===== config.mk =====
export PLATFORM = sky130hd
export DESIGN_NAME = ghash_sched_flat
export DESIGN_NICKNAME = d
export VERILOG_FILES = /design/src/source/ghash_pkg.sv /design/src/source/ghash_mult_if.sv /design/src/source/ghash_sched.sv /design/src/flat_wrapper.sv
export VERILOG_INCLUDE_DIRS = /design/src /design/src/source
export SDC_FILE = /design/constraint.sdc
export NUM_CORES = 1
export LEC_CHECK = 0
export ABC_AREA = 1
export BUFFER_PORTS_ARGS = -buffer_cell sky130_fd_sc_hd__buf_2
export CAP_MARGIN = 20
export CORE_AREA = 2 2 208 210
export DETAILED_ROUTE_END_ITERATION = 6
export DIE_AREA = 0 0 210 212
export GPL_TIMING_DRIVEN = 0
export MAX_ROUTING_LAYER = met4
export SYNTH_ARGS = -nofsm -noshare
export SYNTH_HDL_FRONTEND = slang
export SYNTH_SLANG_ARGS = --single-unit

===== constraint.sdc =====
create_clock -name clk -period 1.3 [get_ports clk]
set_input_delay 0.26 -clock clk [delete_from_list [all_inputs] [get_ports clk]]
set_output_delay 0.26 -clock clk [all_outputs]
set_load 0.02 [all_outputs]

===== src/source/ghash_config.svh =====
`ifndef GHASH_CONFIG_SVH
`define GHASH_CONFIG_SVH

// field element and H digit widths
`define GHASH_BLOCK_W       128
`define GHASH_DIGIT_W       32

// one pipeline stage per H digit
`define GHASH_STAGES        4

// message length limits, exponent fits the count width
`define GHASH_MAX_BLOCKS    7
`define GHASH_COUNT_W       3

// top byte of R = 11100001 || 0^120
`define GHASH_R_POLY        8'hE1

`endif


===== src/source/ghash_pkg.sv =====
`include "ghash_config.svh"

package ghash_pkg;

    // field element, bit 127 is the GCM x^0 coefficient
    typedef logic [`GHASH_BLOCK_W-1:0] block_t;

    // 32-bit slice of an H power
    typedef logic [`GHASH_DIGIT_W-1:0] digit_t;

    // exponent of H, also used for block counts
    typedef logic [`GHASH_COUNT_W-1:0] exp_t;

    // power of H applied by one pass
    typedef enum logic [1:0] {
        POW_1 = 2'd0,
        POW_2 = 2'd1,
        POW_4 = 2'd2
    } pow_sel_e;

    // travels alongside each item in the multiplier
    // pow: power for the pass in flight
    // rem: exponent still owed once this pass completes
    typedef struct packed {
        pow_sel_e pow;
        exp_t     rem;
    } mult_tag_t;

endpackage


===== src/source/ghash_mult_if.sv =====
interface ghash_mult_if;
    import ghash_pkg::*;

    // issue side
    logic      in_valid;
    block_t    in_data;
    mult_tag_t in_tag;

    // result side, last stage
    logic      out_valid;
    block_t    out_data;
    mult_tag_t out_tag;

    // one cycle ahead of the result side
    logic      near_valid;
    mult_tag_t near_tag;

    modport sched (
        output in_valid, in_data, in_tag,
        input  out_valid, out_data, out_tag,
        input  near_valid, near_tag
    );

    modport pipe (
        input  in_valid, in_data, in_tag,
        output out_valid, out_data, out_tag,
        output near_valid, near_tag
    );

endinterface


===== src/source/ghash_sched.sv =====
module ghash_sched (
    input  logic               clk,
    input  logic               rst,
    input  logic               start_i,
    input  ghash_pkg::exp_t    block_count_i,
    input  ghash_pkg::block_t  block_i,
    output logic               block_req_o,
    output logic               busy_o,
    output logic               done_o,
    output ghash_pkg::block_t  hash_o,
    ghash_mult_if.sched        mif
);
    import ghash_pkg::*;

    // exponent for the next block to fetch, 0 once all are requested
    exp_t   next_exp;
    // exponent of the block arriving this cycle
    exp_t   fetch_exp;
    logic   fetch_pend;
    // products still to be absorbed
    exp_t   prod_left;
    block_t acc;

    logic   start_ok;
    logic   recirc_now;
    logic   recirc_soon;
    logic   absorb;
    logic   absorb_last;

    // largest power first: 4, then 2, then 1
    function automatic mult_tag_t make_tag(exp_t e);
        mult_tag_t t;
        if (e[2]) begin
            t.pow = POW_4;
            t.rem = {1'b0, e[1:0]};
        end else if (e[1]) begin
            t.pow = POW_2;
            t.rem = {2'b00, e[0]};
        end else begin
            t.pow = POW_1;
            t.rem = '0;
        end
        return t;
    endfunction

    ////////////////////////////////////////////////////////////////////////////
    // decisions
    ////////////////////////////////////////////////////////////////////////////

    // count of 0 does not start a message
    assign start_ok = start_i && !busy_o && (block_count_i != '0);

    // partial product coming out that still owes a power
    assign recirc_now  = mif.out_valid && (mif.out_tag.rem != '0);
    assign recirc_soon = mif.near_valid && (mif.near_tag.rem != '0);

    assign absorb      = mif.out_valid && (mif.out_tag.rem == '0);
    assign absorb_last = absorb && (prod_left == exp_t'(1));

    // only ask when the issue slot of the next cycle is free
    assign block_req_o = busy_o && (next_exp != '0) && !recirc_soon;

    ////////////////////////////////////////////////////////////////////////////
    // issue mux
    ////////////////////////////////////////////////////////////////////////////
    always_comb begin
        mif.in_valid = 1'b0;
        mif.in_data  = '0;
        mif.in_tag   = '0;
        if (recirc_now) begin
            // feedback has priority, same cycle it leaves the last stage
            mif.in_valid = 1'b1;
            mif.in_data  = mif.out_data;
            mif.in_tag   = make_tag(mif.out_tag.rem);
        end else if (fetch_pend) begin
            mif.in_valid = 1'b1;
            mif.in_data  = block_i;
            mif.in_tag   = make_tag(fetch_exp);
        end
    end

    ////////////////////////////////////////////////////////////////////////////
    // message state
    ////////////////////////////////////////////////////////////////////////////
    always_ff @(posedge clk) begin
        if (rst) begin
            busy_o     <= 1'b0;
            done_o     <= 1'b0;
            fetch_pend <= 1'b0;
            next_exp   <= '0;
            prod_left  <= '0;
            acc        <= '0;
        end else begin
            done_o     <= absorb_last;
            fetch_pend <= block_req_o;

            // first block gets exponent n, last gets 1
            if (block_req_o) begin
                next_exp <= next_exp - 1'b1;
            end

            if (start_ok) begin
                busy_o    <= 1'b1;
                next_exp  <= block_count_i;
                prod_left <= block_count_i;
                acc       <= '0;
            end else if (absorb) begin
                // order of products does not matter, XOR commutes
                acc       <= acc ^ mif.out_data;
                prod_left <= prod_left - 1'b1;
                if (absorb_last) begin
                    busy_o <= 1'b0;
                end
            end
        end
    end

    always_ff @(posedge clk) begin
        if (block_req_o) begin
            fetch_exp <= next_exp;
        end
    end

    // holds the last result until the next start
    assign hash_o = acc;

endmodule


===== src/flat_wrapper.sv =====
// flat-port wrapper written by rule: the top's interface ports become plain ports
module ghash_sched_flat import ghash_pkg::*;
  (clk, rst, start_i, block_count_i, block_i, block_req_o, busy_o, done_o, hash_o, mif_in_valid, mif_in_data, mif_in_tag, mif_out_valid, mif_out_data, mif_out_tag, mif_near_valid, mif_near_tag);
  ghash_mult_if mif_i ();
  input  logic clk;
  input  logic rst;
  input  logic start_i;
  input  ghash_pkg::exp_t block_count_i;
  input  ghash_pkg::block_t block_i;
  output logic block_req_o;
  output logic busy_o;
  output logic done_o;
  output ghash_pkg::block_t hash_o;
  output wire logic [$bits(mif_i.in_valid)-1:0] mif_in_valid;
  output wire logic [$bits(mif_i.in_data)-1:0] mif_in_data;
  output wire logic [$bits(mif_i.in_tag)-1:0] mif_in_tag;
  input wire logic [$bits(mif_i.out_valid)-1:0] mif_out_valid;
  input wire logic [$bits(mif_i.out_data)-1:0] mif_out_data;
  input wire logic [$bits(mif_i.out_tag)-1:0] mif_out_tag;
  input wire logic [$bits(mif_i.near_valid)-1:0] mif_near_valid;
  input wire logic [$bits(mif_i.near_tag)-1:0] mif_near_tag;
  assign mif_in_valid = mif_i.in_valid;
  assign mif_in_data = mif_i.in_data;
  assign mif_in_tag = mif_i.in_tag;
  assign mif_i.out_valid = mif_out_valid;
  assign mif_i.out_data = mif_out_data;
  assign mif_i.out_tag = mif_out_tag;
  assign mif_i.near_valid = mif_near_valid;
  assign mif_i.near_tag = mif_near_tag;
  ghash_sched u_core (.clk(clk), .rst(rst), .start_i(start_i), .block_count_i(block_count_i), .block_i(block_i), .block_req_o(block_req_o), .busy_o(busy_o), .done_o(done_o), .hash_o(hash_o), .mif(mif_i));
endmodule

; ---- After elaboration in Yosys (flattened, before gate mapping)
; Cells that the tools add are included.
[word_totals]
regBits = 140
latchBits = 0
mem_bits_rw = 0
romBits = 0
out_inout_bits = 265
wordCells = 48
memories = 0
[classes]
addsub = 2
mul = 0
n_div = 0
n_lt_le_gt_ge = 0
eq_ne = 1
shift = 0
muxes = 17
bitwise_logic = 1
n_reduce_logical = 20
[op_table]
columns = cell, n
row1 = 128-bit two-way mux, 2
row2 = 128-bit bitwise XOR, 1
row3 = 5-bit two-way mux, 4
row4 = 3-bit two-way mux, 4
row5 = 3-bit nonzero test, 4
row6 = 1-bit logical AND, 8
row7 = 4-bit two-way mux, 2
row8 = 2-bit nonzero test, 3
row9 = "3-bit by 1-bit subtractor with 3-bit output, second input constant", 2
row10 = 1-bit two-way mux, 5
row11 = "3-bit by 1-bit equality test with 1-bit output, second input constant", 1
row12 = 3-bit zero test, 1
row13 = 1-bit zero test, 2
row14 = 2-bit AND reduction, 1
row15 = 2-bit OR reduction, 1

; ---- Logic depth before layout (Yosys ltp)
[logic_depth]
word_depth = 6
mapped_depth = 9
ltp_nobuf = 9

; ---- Worst setup path before layout
; No wires, ideal clock.
[synth_timing]
path_kind = in2out
startpoint = in mif_out_tag[0]
endpoint = out mif_in_data[101]
t_arrival_ps = 1329
required_ps = 1040
slack_ps = -289
stages = 6
path_buffers = 2
path_cell_list = inv_1 nand2_2 nand2_2 buf_4 clkbuf_1 o21ai_0
[synth_between]
elab_chain_cells = 3
[synth_lines]
columns = item, line
row1 = "start, declared", flat_wrapper.sv:19  ; input wire logic [$bits(mif_i.out_tag)-1:0] mif_out_tag;
row2 = 3-bit nonzero test, ghash_sched.sv:54  ; assign recirc_now = mif.out_valid && (mif.out_tag.rem != '0);
row3 = 1-bit logical AND, ghash_sched.sv:54
row4 = 128-bit two-way mux, ghash_sched.sv:70  ; if (recirc_now) begin
row5 = "end, declared", flat_wrapper.sv:15  ; output wire logic [$bits(mif_i.in_data)-1:0] mif_in_data;
; Every way passes these cells.

; ---- Worst setup path after layout
[layout_timing]
startpoint = reg u_core.fetch_pend
endpoint = out mif_in_data[43]
[layout_between]
elab_chain_cells = 2
[layout_lines]
columns = item, line
row1 = "start, declared", ghash_sched.sv:19  ; logic fetch_pend;
row2 = "start signal, assigned", ghash_sched.sv:95  ; fetch_pend <= block_req_o;
row3 = 128-bit two-way mux, ghash_sched.sv:75  ; end else if (fetch_pend) begin
row4 = 128-bit two-way mux, ghash_sched.sv:70
; Every way passes these cells.

==> results.cfg <==
[setup_path]
r2r_end = u_core.hash_o[5]
cp_max_fo = 8
r2r.worst_path.cells = 8
critPathKind = reg -> out
rr_startpoint = u_core.busy_o
cp-end-kind = primary output
critPathArrivalTime_ps = 1670
r2r_slack_ps = -130
cp-start-kind = register
required_ps = 1040

[power]
power.switching_mw = 4.05
leakage_nw = 7.54
p_int_mw = 9.09
sequentialPowerShare = 0.339
irDropWorstVdd_mv = 0.721
p_clk_frac = 0.389
swShare = 0.308
power_mw = 13.1
power_density_nw_per_um2 = 868
comb_power_share = 0.272

[route]
avgRoutedWirePerCell_microns = 18.0
avgViaCountPerCell = 4.52
drtIter0Drc = 527
num_vias = 10500
postRouteAntennaNets = 0
routed_wirelength_mm = 41.8
drc = 0
drt-pass1-iter-count = 5

[synthesis]
syn_inst = 1168
ys_warn_count = 0
synth_top_flop_cell = dfxtp_1
synthArstFlopShare = 0
netlist_top_cells_area = dfxtp_1 (35%), nand2_1 (9.8%), inv_1 (9.1%)
yosysSeqAreaShare = 0.361
ys_ff_latch = 140
syn-cell-area_sq_um = 7850
synth_cell_types = 29
synth_edf_count = 3
syn-num-nets = 1446
synth_top_area_frac = 0.349
synth_area_leader_cell = dfxtp_1
syn-mean-instance-area_sq_um = 6.72

[placement]
place_hpwl_mm = 29.4
gp_congestion = 0.928
postPlaceCellArea_sq_um = 11400
io_buffers = 533

[die]
ios = 539
initial_core_util = 0.185
die_area_sq_um = 44500
die_h_microns = 212
die_w_microns = 210
rows = 76
core-area_sq_um = 42500

[worst_hold_path]
hp-class = in -> reg
min_from = rst
hold_path_end = u_core.busy_o
hold_path_depth = 2

[clocking]
worstSkewPairLatency_ps = 430
cts_tree = done
h-tree-depth = 4
cts_made_buffers = 17
cts_num_sinks = 140
clockBufferDepth = 2
cts-root-buf = clkbuf_16
path_clk_slew_ps = 70
cts-hold-fix-buffers = 0

[run_status]
violations = negative setup slack
status = finished with violations

[final_layout]
multi_input_area_sq_um = 5370
regArea_sq_um = 2840
area_growth_pct = 92.8
final_cell_mix = buf_2 (416), inv_1 (186), dfxtp_1 (130)
fillers = 4432
mostFrequentLayoutCell = buf_2
stdcell_area_sq_um = 15100
drive_gt1_frac = 0.562
num_antenna_cells = 0
final_nets = 2045

[sta]
rsz0062_at_grt = true
slew_viol_final = 0
period_needed_ps = 1930
worst_clock_skew_ps = 9.61
worst_slew_pin_slew_ps = 591
fmax_mhz = 519
slew_headroom = 0.606
hold_violations = 0
timing.final.crit_share = 1.48
timing.final.ws_setup_ps = -626
holdWs_ps = 57.3
finalSetupViolations = 261

[global_route]
grt_max_degree = 17
grt_pass1_wl_mm = 57.5
antenna_found_initial = 0
first_global_vias = 9972
grt_usage = 0.177
grt-ovfl-total = 0

[flow_run]
maxCapViolCount = 0
-- what timing repair did --
action / in CTS / in global routing
pin swaps: 35 / 37
cloned: 18 / 7
setup endpoints to repair: 274 / 277
setup buffers: 24 / 8
resized for setup: 420 / 270
-- cell families after synthesis --
kind of cell | after synthesis | share of synthesized area
adders and majority gates | 4 | 0.00638
DFF | 140 | 0.361
and+or+nand+nor | 493 | 0.289
AOI/OAI and AO/OA | 264 | 0.196
xor gates and xnor gates | 1 | 0.00112
other | 1 | 0.000478
buffers and inverters | 265 | 0.146
-- sequential cells by signal, indices dropped and copies added (netlist names) --
register	flops
u_core.fetch_exp	3
u_core.done_o	1
u_core.busy_o	1
u_core.prod_left	3
u_core.next_exp	3
u_core.hash_o	128
u_core.fetch_pend	1
-- how the worst max path moves through the flow --
stage	start	cells past startpoint	endpoint	slack (ps)
floorplan	mif_out_tag[1]	9	mif_in_data[103]	-160
global placement	mif_out_tag[1]	11	mif_in_data[40]	-910
detailed placement	mif_out_tag[1]	8	mif_in_data[24]	-950
CTS	u_core.fetch_pend	7	mif_in_data[44]	-630
global route	u_core.fetch_pend	7	mif_in_data[42]	-660
finish	u_core.fetch_pend	7	mif_in_data[43]	-630
-- per-layer routing --
layer	vias to the layer above	wire length, microns	GRT usage
met1	4996	17100	0.207
li1	4994	-	-
met3	68	2610	0.0360
met4	0	1220	0.0690
met2	460	20800	0.299
met5	-	0	-
-- critical path, cell delays in order (launching register included) --
cell and delay, ps:
dfxtp_2 370, nand2_4 80, clkinv_8 100, buf_16 180, clkbuf_16 190, nand2_4 50, o21ai_2 90, buf_6 160
-- area by class of cell --
class	instances	area share
timing repair buffer	585	0.274
tap	546	0.0451
sequential	140	0.188
multi-input combinational	763	0.355
clock buffer	23	0.0330
buffer	67	0.0498
inverter	193	0.0489
clock inverter	9	0.00719
-- cell usage after synthesis (all sizes together) (3+ instances only) --
cell type	number
o21bai	85
and3	85
nand2	208
nand3	97
inv	193
buf	49
dfxtp	137
a21oi	3
edfxtp	3
ha	4
nor3	43
o21ai	173
nor2	60
clkbuf	23
-- through the flow --
stage | std cells | utilization | TNS [ps] | setup slack, ps
2_1_floorplan | 1168 | - | -16910 | -164
3_3_place_gp | 2247 | 0.269 | -162930 | -909
3_5_place_dp | 2247 | 0.269 | -171190 | -954
4_1_cts | 2319 | 0.332 | -87160 | -634
5_1_grt | 2326 | 0.356 | -95840 | -661
6_report | 2326 | 0.356 | -80350 | -626
-- power groups by stage --
| stage | clock (mW) | sequential (mW) | combinational, mW |
|---|---|---|---|
| floorplan | 0 | 4.60 | 1.21 |
| global placement | 0 | 4.54 | 2.37 |
| detailed placement | 0 | 4.54 | 2.40 |
| CTS | 5.25 | 4.45 | 3.25 |
| global route | 5.41 | 4.46 | 3.80 |
| finish | 5.11 | 4.46 | 3.57 |
(Power assumes the default switching activity.)
